$ cat src/source/cw_pkg.sv
`default_nettype none

package cw_pkg;

    // link and bus widths.
    localparam int RW           = 16;
    localparam int WB_ADDR_W    = 24;
    localparam int SEL_W        = RW / 8;
    localparam int MAX_BRST_LOG = 3;
    localparam int BRST_W       = 3;
    localparam int SRAM_AW      = 8;

    // burst codes, bit 0 selects eight words.
    localparam logic [BRST_W-1:0] BRST_1 = 3'd0;
    localparam logic [BRST_W-1:0] BRST_4 = 3'd2;
    localparam logic [BRST_W-1:0] BRST_8 = 3'd1;

    // decompressor states.
    localparam int SW = 4;
    localparam logic [SW-1:0] S_IDLE       = 4'd0;
    localparam logic [SW-1:0] S_HDR_1      = 4'd1;
    localparam logic [SW-1:0] S_DATA_R     = 4'd2;
    localparam logic [SW-1:0] S_DATA_W     = 4'd3;
    localparam logic [SW-1:0] S_DATA_W_PRE = 4'd4;

    // link master states.
    localparam int MW = 3;
    localparam logic [MW-1:0] M_IDLE = 3'd0;
    localparam logic [MW-1:0] M_HDR  = 3'd1;
    localparam logic [MW-1:0] M_ADR  = 3'd2;
    localparam logic [MW-1:0] M_WR   = 3'd3;
    localparam logic [MW-1:0] M_RD   = 3'd4;

    // one link word, seen as a header or as raw data.
    typedef union packed {
        struct packed {
            logic [WB_ADDR_W-RW-1:0] adr_hi;
            logic [BRST_W-1:0]       burst;
            logic                    we;
            logic                    rsvd;
            logic [SEL_W-1:0]        sel;
            logic                    start;
        } hdr;
        logic [RW-1:0] data;
    } cw_word_t;

    // index of the last word of a burst.
    function automatic logic [MAX_BRST_LOG-1:0] brst_end(input logic [BRST_W-1:0] code);
        logic [MAX_BRST_LOG-1:0] last;
        if (code == BRST_1) begin
            last = '0;
        end else if (|(code & BRST_8)) begin
            last = 3'd7;
        end else begin
            last = 3'd3;
        end
        return last;
    endfunction

endpackage

`default_nettype wire

$ cat src/source/cw_link_master.sv
`default_nettype none

module cw_link_master
    import cw_pkg::*;
(
    input  wire                  i_clk,
    input  wire                  i_rst,

    input  wire                  i_req_valid,
    input  wire                  i_req_we,
    input  wire [WB_ADDR_W-1:0]  i_req_adr,
    input  wire [SEL_W-1:0]      i_req_sel,
    input  wire [BRST_W-1:0]     i_req_burst,
    input  wire [RW-1:0]         i_wdata,

    output logic                 o_wdata_take,
    output logic [RW-1:0]        o_rdata,
    output logic                 o_rdata_valid,
    output logic                 o_rdata_err,
    output logic                 o_busy,
    output logic                 o_done,

    output logic [RW-1:0]        o_cw_dat,
    output logic                 o_cw_req,
    output logic                 o_cw_dir,
    input  wire [RW-1:0]         i_cw_dat,
    input  wire                  i_cw_ack,
    input  wire                  i_cw_err
);

    logic [MW-1:0]           state;
    logic [RW-1:0]           adr_lo;
    logic                    req_we;
    logic [MAX_BRST_LOG-1:0] cnt;
    logic [MAX_BRST_LOG-1:0] cnt_end;
    logic                    answer;
    cw_word_t                hdr_w;

    assign answer = i_cw_ack | i_cw_err;

    // header word built from the host request.
    always_comb begin
        hdr_w = '0;
        hdr_w.hdr.adr_hi = i_req_adr[WB_ADDR_W-1:RW];
        hdr_w.hdr.burst  = i_req_burst;
        hdr_w.hdr.we     = i_req_we;
        hdr_w.hdr.rsvd   = 1'b0;
        hdr_w.hdr.sel    = i_req_sel;
        hdr_w.hdr.start  = 1'b1;
    end

    always_ff @(posedge i_clk) begin
        if (i_rst) begin
            state         <= M_IDLE;
            o_cw_req      <= 1'b0;
            o_cw_dir      <= 1'b1;
            o_busy        <= 1'b0;
            o_done        <= 1'b0;
            o_rdata_valid <= 1'b0;
            o_wdata_take  <= 1'b0;
            cnt           <= '0;
        end else begin
            o_cw_req      <= 1'b0;
            o_done        <= 1'b0;
            o_rdata_valid <= 1'b0;
            o_wdata_take  <= 1'b0;

            // every answered word goes back to the host.
            if ((state == M_WR || state == M_RD) && answer) begin
                o_rdata_valid <= 1'b1;
                o_rdata       <= i_cw_dat;
                o_rdata_err   <= i_cw_err;
            end

            case (state)
                M_HDR: begin
                    o_cw_dat <= adr_lo;
                    state    <= M_ADR;
                end
                M_ADR: begin
                    if (i_cw_ack) begin
                        if (req_we) begin
                            o_cw_dat     <= i_wdata;
                            o_wdata_take <= 1'b1;
                            state        <= M_WR;
                        end else begin
                            o_cw_dir <= 1'b0;
                            state    <= M_RD;
                        end
                    end
                end
                M_WR, M_RD: begin
                    if (answer) begin
                        if (cnt == cnt_end) begin
                            o_done   <= 1'b1;
                            o_busy   <= 1'b0;
                            o_cw_dir <= 1'b1;
                            state    <= M_IDLE;
                        end else begin
                            cnt <= cnt + 1'b1;
                            if (state == M_WR) begin
                                // next write word once the last one was answered.
                                o_cw_dat     <= i_wdata;
                                o_cw_req     <= 1'b1;
                                o_wdata_take <= 1'b1;
                            end
                        end
                    end
                end
                default: begin
                    o_cw_dir <= 1'b1;
                    if (i_req_valid) begin
                        o_cw_dat <= hdr_w.data;
                        o_cw_req <= 1'b1;
                        o_busy   <= 1'b1;
                        adr_lo   <= i_req_adr[RW-1:0];
                        req_we   <= i_req_we;
                        cnt_end  <= brst_end(i_req_burst);
                        cnt      <= '0;
                        state    <= M_HDR;
                    end
                end
            endcase
        end
    end

endmodule

`default_nettype wire

$ cat src/source/cw_wb_decomp.sv
`default_nettype none

module cw_wb_decomp
    import cw_pkg::*;
(
    input  wire                  i_clk,
    input  wire                  i_rst,

    input  wire [RW-1:0]         i_cw_dat,
    input  wire                  i_cw_req,
    input  wire                  i_cw_dir,
    output logic [RW-1:0]        o_cw_dat,
    output logic                 o_cw_ack,
    output logic                 o_cw_err,

    output logic                 o_wb_cyc,
    output logic                 o_wb_stb,
    output logic [WB_ADDR_W-1:0] o_wb_adr,
    output logic [RW-1:0]        o_wb_dat,
    output logic                 o_wb_we,
    output logic [SEL_W-1:0]     o_wb_sel,
    input  wire [RW-1:0]         i_wb_dat,
    input  wire                  i_wb_ack,
    input  wire                  i_wb_err
);

    logic [SW-1:0]           state;
    logic [WB_ADDR_W-1:0]    base_adr;
    logic [MAX_BRST_LOG-1:0] burst_cnt;
    logic [MAX_BRST_LOG-1:0] burst_end;
    logic                    wb_answer;
    logic                    last_word;
    cw_word_t                cw_in;

    assign cw_in     = i_cw_dat;
    assign wb_answer = i_wb_ack | i_wb_err;
    assign last_word = (burst_cnt == burst_end);

    // word address walks the burst from the base.
    assign o_wb_adr = base_adr + {{(WB_ADDR_W-MAX_BRST_LOG){1'b0}}, burst_cnt};

    always_ff @(posedge i_clk) begin
        if (i_rst) begin
            state     <= S_IDLE;
            o_cw_ack  <= 1'b0;
            o_cw_err  <= 1'b0;
            o_wb_cyc  <= 1'b0;
            o_wb_stb  <= 1'b0;
            burst_cnt <= '0;
        end else begin
            o_cw_ack <= 1'b0;
            o_cw_err <= 1'b0;

            case (state)
                // ########################################
                // header and address words.
                // ########################################
                S_HDR_1: begin
                    base_adr[RW-1:0] <= cw_in.data;
                    if (o_wb_we) begin
                        state <= S_DATA_W_PRE;
                    end else begin
                        o_wb_cyc <= 1'b1;
                        o_wb_stb <= 1'b1;
                        state    <= S_DATA_R;
                    end
                end

                // ########################################
                // reads keep stb up for the whole burst.
                // ########################################
                S_DATA_R: begin
                    if (wb_answer) begin
                        o_cw_ack <= i_wb_ack;
                        o_cw_err <= i_wb_err;
                        o_cw_dat <= i_wb_dat;
                        if (last_word) begin
                            o_wb_cyc <= 1'b0;
                            o_wb_stb <= 1'b0;
                            state    <= S_IDLE;
                        end else begin
                            burst_cnt <= burst_cnt + 1'b1;
                        end
                    end
                end

                // ########################################
                // writes drop stb between words.
                // ########################################
                S_DATA_W_PRE: begin
                    o_wb_cyc <= 1'b1;
                    o_wb_stb <= 1'b1;
                    o_wb_dat <= cw_in.data;
                    state    <= S_DATA_W;
                end
                S_DATA_W: begin
                    if (wb_answer) begin
                        o_cw_ack <= i_wb_ack;
                        o_cw_err <= i_wb_err;
                        o_wb_stb <= 1'b0;
                        if (last_word) begin
                            o_wb_cyc <= 1'b0;
                            state    <= S_IDLE;
                        end else begin
                            burst_cnt <= burst_cnt + 1'b1;
                        end
                    end else if (!o_wb_stb && i_cw_req) begin
                        // next word from the link.
                        o_wb_stb <= 1'b1;
                        o_wb_dat <= cw_in.data;
                    end
                end

                default: begin
                    o_wb_cyc <= 1'b0;
                    o_wb_stb <= 1'b0;
                    if (i_cw_req && i_cw_dir && cw_in.hdr.start) begin
                        base_adr[WB_ADDR_W-1:RW] <= cw_in.hdr.adr_hi;
                        o_wb_we   <= cw_in.hdr.we;
                        o_wb_sel  <= cw_in.hdr.sel;
                        burst_end <= brst_end(cw_in.hdr.burst);
                        burst_cnt <= '0;
                        o_cw_ack  <= 1'b1;
                        state     <= S_HDR_1;
                    end
                end
            endcase
        end
    end

endmodule

`default_nettype wire

$ cat src/source/wb_sram.sv
`default_nettype none

module wb_sram
    import cw_pkg::*;
(
    input  wire                  i_clk,
    input  wire                  i_rst,

    input  wire                  i_wb_cyc,
    input  wire                  i_wb_stb,
    input  wire [WB_ADDR_W-1:0]  i_wb_adr,
    input  wire [RW-1:0]         i_wb_dat,
    input  wire                  i_wb_we,
    input  wire [SEL_W-1:0]      i_wb_sel,
    output logic [RW-1:0]        o_wb_dat,
    output logic                 o_wb_ack,
    output logic                 o_wb_err
);

    logic [RW-1:0] mem [0:(1<<SRAM_AW)-1];
    logic          mapped;
    logic          take;

    assign mapped = ~|i_wb_adr[WB_ADDR_W-1:SRAM_AW];

    // one wait state, no new strobe while an answer is out.
    assign take = i_wb_cyc & i_wb_stb & ~(o_wb_ack | o_wb_err);

    always_ff @(posedge i_clk) begin
        if (i_rst) begin
            o_wb_ack <= 1'b0;
            o_wb_err <= 1'b0;
        end else begin
            o_wb_ack <= take & mapped;
            o_wb_err <= take & ~mapped;
        end
    end

    always_ff @(posedge i_clk) begin
        if (take && mapped) begin
            if (i_wb_we) begin
                for (int i = 0; i < SEL_W; i++) begin
                    if (i_wb_sel[i]) begin
                        mem[i_wb_adr[SRAM_AW-1:0]][i*8 +: 8] <= i_wb_dat[i*8 +: 8];
                    end
                end
            end else begin
                o_wb_dat <= mem[i_wb_adr[SRAM_AW-1:0]];
            end
        end
    end

endmodule

`default_nettype wire

$ cat src/source/cw_wb_bridge_top.sv
`default_nettype none

module cw_wb_bridge_top
    import cw_pkg::*;
(
    input  wire                  i_clk,
    input  wire                  i_rst,

    input  wire                  i_req_valid,
    input  wire                  i_req_we,
    input  wire [WB_ADDR_W-1:0]  i_req_adr,
    input  wire [SEL_W-1:0]      i_req_sel,
    input  wire [BRST_W-1:0]     i_req_burst,
    input  wire [RW-1:0]         i_wdata,

    output logic                 o_wdata_take,
    output logic [RW-1:0]        o_rdata,
    output logic                 o_rdata_valid,
    output logic                 o_rdata_err,
    output logic                 o_busy,
    output logic                 o_done
);

    // cw link.
    logic [RW-1:0]        cw_dat;
    logic [RW-1:0]        m_cw_dat;
    logic [RW-1:0]        d_cw_dat;
    logic                 cw_req;
    logic                 cw_dir;
    logic                 cw_ack;
    logic                 cw_err;

    // wishbone.
    logic                 wb_cyc;
    logic                 wb_stb;
    logic [WB_ADDR_W-1:0] wb_adr;
    logic [RW-1:0]        wb_dat_w;
    logic [RW-1:0]        wb_dat_r;
    logic                 wb_we;
    logic [SEL_W-1:0]     wb_sel;
    logic                 wb_ack;
    logic                 wb_err;

    // shared link word, the master owns it while cw_dir is high.
    assign cw_dat = cw_dir ? m_cw_dat : d_cw_dat;

    cw_link_master master0 (
        .i_clk         (i_clk),
        .i_rst         (i_rst),
        .i_req_valid   (i_req_valid),
        .i_req_we      (i_req_we),
        .i_req_adr     (i_req_adr),
        .i_req_sel     (i_req_sel),
        .i_req_burst   (i_req_burst),
        .i_wdata       (i_wdata),
        .o_wdata_take  (o_wdata_take),
        .o_rdata       (o_rdata),
        .o_rdata_valid (o_rdata_valid),
        .o_rdata_err   (o_rdata_err),
        .o_busy        (o_busy),
        .o_done        (o_done),
        .o_cw_dat      (m_cw_dat),
        .o_cw_req      (cw_req),
        .o_cw_dir      (cw_dir),
        .i_cw_dat      (cw_dat),
        .i_cw_ack      (cw_ack),
        .i_cw_err      (cw_err)
    );

    cw_wb_decomp decomp0 (
        .i_clk    (i_clk),
        .i_rst    (i_rst),
        .i_cw_dat (cw_dat),
        .i_cw_req (cw_req),
        .i_cw_dir (cw_dir),
        .o_cw_dat (d_cw_dat),
        .o_cw_ack (cw_ack),
        .o_cw_err (cw_err),
        .o_wb_cyc (wb_cyc),
        .o_wb_stb (wb_stb),
        .o_wb_adr (wb_adr),
        .o_wb_dat (wb_dat_w),
        .o_wb_we  (wb_we),
        .o_wb_sel (wb_sel),
        .i_wb_dat (wb_dat_r),
        .i_wb_ack (wb_ack),
        .i_wb_err (wb_err)
    );

    wb_sram sram0 (
        .i_clk    (i_clk),
        .i_rst    (i_rst),
        .i_wb_cyc (wb_cyc),
        .i_wb_stb (wb_stb),
        .i_wb_adr (wb_adr),
        .i_wb_dat (wb_dat_w),
        .i_wb_we  (wb_we),
        .i_wb_sel (wb_sel),
        .o_wb_dat (wb_dat_r),
        .o_wb_ack (wb_ack),
        .o_wb_err (wb_err)
    );

endmodule

`default_nettype wire

$ cat config.mk
export PLATFORM = sky130hd
export DESIGN_NAME = cw_wb_bridge_top
export DESIGN_NICKNAME = d
export VERILOG_FILES = /design/src/source/cw_pkg.sv /design/src/source/cw_link_master.sv /design/src/source/cw_wb_decomp.sv /design/src/source/wb_sram.sv /design/src/source/cw_wb_bridge_top.sv
export SDC_FILE = /design/constraint.sdc
export NUM_CORES = 2
export LEC_CHECK = 0
export BUFFER_PORTS_ARGS = -buffer_cell sky130_fd_sc_hd__buf_2
export CAP_MARGIN = 20
export CELL_PAD_IN_SITES_DETAIL_PLACEMENT = 1
export CELL_PAD_IN_SITES_GLOBAL_PLACEMENT = 1
export CORE_UTILIZATION = 50
export CTS_CLUSTER_SIZE = 20
export DETAILED_ROUTE_END_ITERATION = 10
export PLACE_DENSITY_LB_ADDON = 0.1
export SYNTH_ARGS = -nofsm -noshare
export SYNTH_HDL_FRONTEND = slang
export SYNTH_SLANG_ARGS = --single-unit
$ cat constraint.sdc
create_clock -name i_clk -period 5.6 [get_ports i_clk]
set_input_delay 0.84 -clock i_clk [delete_from_list [all_inputs] [get_ports i_clk]]
set_output_delay 0.84 -clock i_clk [all_outputs]
set_load 0.02 [all_outputs]
==> run metrics <==
status=finished, final reports clean; Syn Nets=7420; CTS tree=built; Int Power=53.82 mW; Vias=approximately 83000; Reg-to-Reg Start=decomp0.burst_cnt[0]; top cells by area, synth=edfxtp_1, mux4_2, nor3_1; detailed router's first-iteration violation count=9421; core area=327900 sq um; largest net degree at the start of global routing=~220; pins over their slew limit=0; Hold WC Path Type=primary input to register; Hold Startpoint=i_req_burst[0]; number of synthesized flops with an enable pin=approximately 4200; post-synthesis sequential area ratio=77.06%; reg2reg end=sram0.o_wb_dat[9]; total track usage=27.54%; Combinational Power Share=9.0%; Reg power frac=roughly half; filler cell count=27250; switching share of power=22.91%; total grt overflow=0; Yosys reg bits=4249; Synth top area share=76.77%; Crit Path Category=register to register; hold path cells=1; Worst R2R Setup Slack=slightly below 0.04 ns; synth unique cells=74; row count=210; mean post-synth cell area=22.44 sq um; Hold Vio Cnt, Final=0; RePlAce Congestion=0.8442; WP data required=around 6.4 ns; Initial Util=50.40%; final worst path period need=5.561 ns; port bufs=69; Clk pwr share=40.4%; clk slew on worst S/H paths=0.06 ns; Slew headroom=11.60%; Pre-antenna DRT Iters=5; die width=~580 microns; CTS root buf=clkbuf_16; vias per cell=around 6.4; Clock Latency Late Sink=0.99 ns; most common cell after layout, fill and taps aside=edfxtp_1; main flop type after synthesis=edfxtp_1; DRC=0; crit path capture type=register; FFs w/ async S/R, synth=0%; Min Hold Slack=0.07800 ns; sw power=15.99 mW; area leader, netlist=edfxtp_1; worst vdd ir=~0.00027 V; P_leak=59.92 nW; startpoint type of the worst setup path=register; area taken by flip-flops and latches=about 130000 sq um; crit share post-route=99.30%; Final ANT Viol Nets=0; Post-CTS Setup Inserts=0; Cells after Synth=7365; share of cells above drive strength 1=33.09%; worst-case reg-to-reg path depth=13; Boundary Pins=70; overall die height=576.9 microns; Worst EP arrival=6.31 ns; H-Tree Depth=5; fmax=179.8 MHz; full die area=around 330000 sq um; Worst Hold Path EP=master0.cnt_end[2]; first-pass GRT wire length=649600 microns; CTS buffer count=434; clock skew=around 0.05 ns; CP max FO=30; WL/cell=35.15 microns; final-stage net count=8334; Multi-input gate area=36020 sq um; count of final setup violators=0; post-route insts no fill=between 10000 and 15000; placed wire-length estimate=286000 microns; Routed WL=456600 microns; worst slew pin tran=1.326 ns; TritonCTS Sinks=4249; initial antenna violation count=18; Syn Std Cell Area=~170000 sq um; Area Growth Syn to Fin=15.45%; vias in the first global route=85590; most frequent cells in the layout=edfxtp_1, mux4_2, buf_4; # placed instances=12170; Syn. warnings=0; clock buffer depth=4; RSZ-0062 raised after global routing=no; maximum capacitance violations=0; pwr dens=365.9 nW/um^2
==> critical path, cell delays in order, from the launching register on <==
cell      delay [ns]
dfxtp_1         0.48
ha_4            0.20
inv_1           0.06
fa_4            1.22
buf_12          0.30
buf_12          0.25
mux4_2          0.36
and2_1          0.17
a221oi_1        0.95
a311o_1         0.32
a211oi_1        0.10
a311oi_1        0.49
nand4_1         0.17
buf_4           0.17
==> power by group through the flow <==
stage	Sequential (mW)	Clock, mW	Combinational (mW)
5_1_grt	35.3	29.7	6.58
4_1_cts	35.3	28.7	6.30
6_report	35.3	28.2	6.26
3_3_place_gp	36.0	0	6.18
3_5_place_dp	36.0	0	6.26
2_1_floorplan	36.2	0	3.62
==> stage by stage <==
stage	setup WS (ns)	setup TNS [ns]	total power, mW	utilization (%)	instance area [sq um]
2_1_floorplan	0.9005	0	39.80	-	165300
3_3_place_gp	-0.1309	-0.2668	42.17	53.89	176700
3_5_place_dp	0.04244	0	42.25	53.91	176800
4_1_cts	0.02257	0	70.33	58.15	190700
5_1_grt	0.05791	0	71.58	58.18	190800
6_report	0.03918	0	69.82	58.19	190800
==> routing by layer <==
metal | wire length (microns) | global-route usage [%]
met4 | 15340 | 8.533
met1 | 189200 | 39.69
met2 | 219000 | 44.02
met3 | 32950 | 4.075
met5 | 92 | 0
==> cells in the mapped netlist, drive strengths merged, types with 6 or more instances <==
master	count
a2111oi	9
a211oi	14
a21oi	68
a221oi	18
a22oi	107
a311oi	19
a31oi	13
and2	18
and3	14
buf	246
clkbuf	242
dfxtp	24
edfxtp	4225
inv	9
mux2	23
mux2i	38
mux4	1229
nand2	205
nand2b	6
nand3	29
nand4	67
nor2	47
nor2b	9
nor3	536
nor4	6
o21ai	23
o22ai	9
o32ai	7
or3	10
or4	16
xnor2	15
xor2	6
==> what timing repair did <==
action / in CTS / in global routing
endpoints found under the hold margin: 17 / 0
resized for setup: 0 / 0
hold buffers: 17 / 0
==> how the worst max path moves through the flow <==
| stage | startpoint | to | slack, ns | depth (start not counted) |
|---|---|---|---|---|
| 6_report | decomp0.burst_cnt[0] | sram0.o_wb_dat[9] | 0.04 | 13 |
| 5_1_grt | decomp0.burst_cnt[0] | sram0.mem[1][5] | 0.06 | 13 |
| 3_5_place_dp | decomp0.burst_cnt[0] | sram0.o_wb_dat[9] | 0.04 | 13 |
| 2_1_floorplan | decomp0.burst_cnt[0] | sram0.o_wb_dat[0] | 0.90 | 10 |
| 4_1_cts | decomp0.burst_cnt[0] | sram0.o_wb_dat[9] | 0.02 | 13 |
| 3_3_place_gp | decomp0.burst_cnt[0] | sram0.o_wb_dat[0] | -0.13 | 12 |
==> cells by family (layout without fill, tap and decap cells) <==
group	after synthesis	in the layout	synth area share, %
flip-flops	4249	4249	77.06
multiplexers	1290	1290	17.14
AND/OR/NAND/NOR	974	974	2.909
buffers and inverters	498	1768	1.323
AO/OA/AOI/OAI	327	327	1.408
XOR/XNOR	21	21	0.1113
adder cells (fa/ha/maj)	6	6	0.04997
other	0	9	0
==> final cells by class <==
class | count | share of cell area [%]
Timing Repair Buffer | 966 | 4.289
Multi-Input combinational cell | 2618 | 18.88
Sequential cell | 4249 | 66.75
Inverter | 10 | 0.01967
Antenna cell | 9 | 0.01180
Clock inverter | 259 | 1.221
Clock buffer | 533 | 5.981
Tap cell | 4346 | 2.850
==> state kept, by name, summed over array words and instances (netlist names), 2 cells and up <==
name               count
decomp0.burst_end      2
master0.cnt_end        2
decomp0.o_wb_sel       2
decomp0.o_cw_dat      16
master0.o_rdata       16
master0.state          3
master0.o_cw_dat      16
decomp0.o_wb_dat      16
decomp0.state          3
master0.cnt            3
sram0.mem           4096
sram0.o_wb_dat        16
master0.adr_lo        16
decomp0.burst_cnt      3
decomp0.base_adr      24
Note: power is estimated with default switching activity, not from simulation.
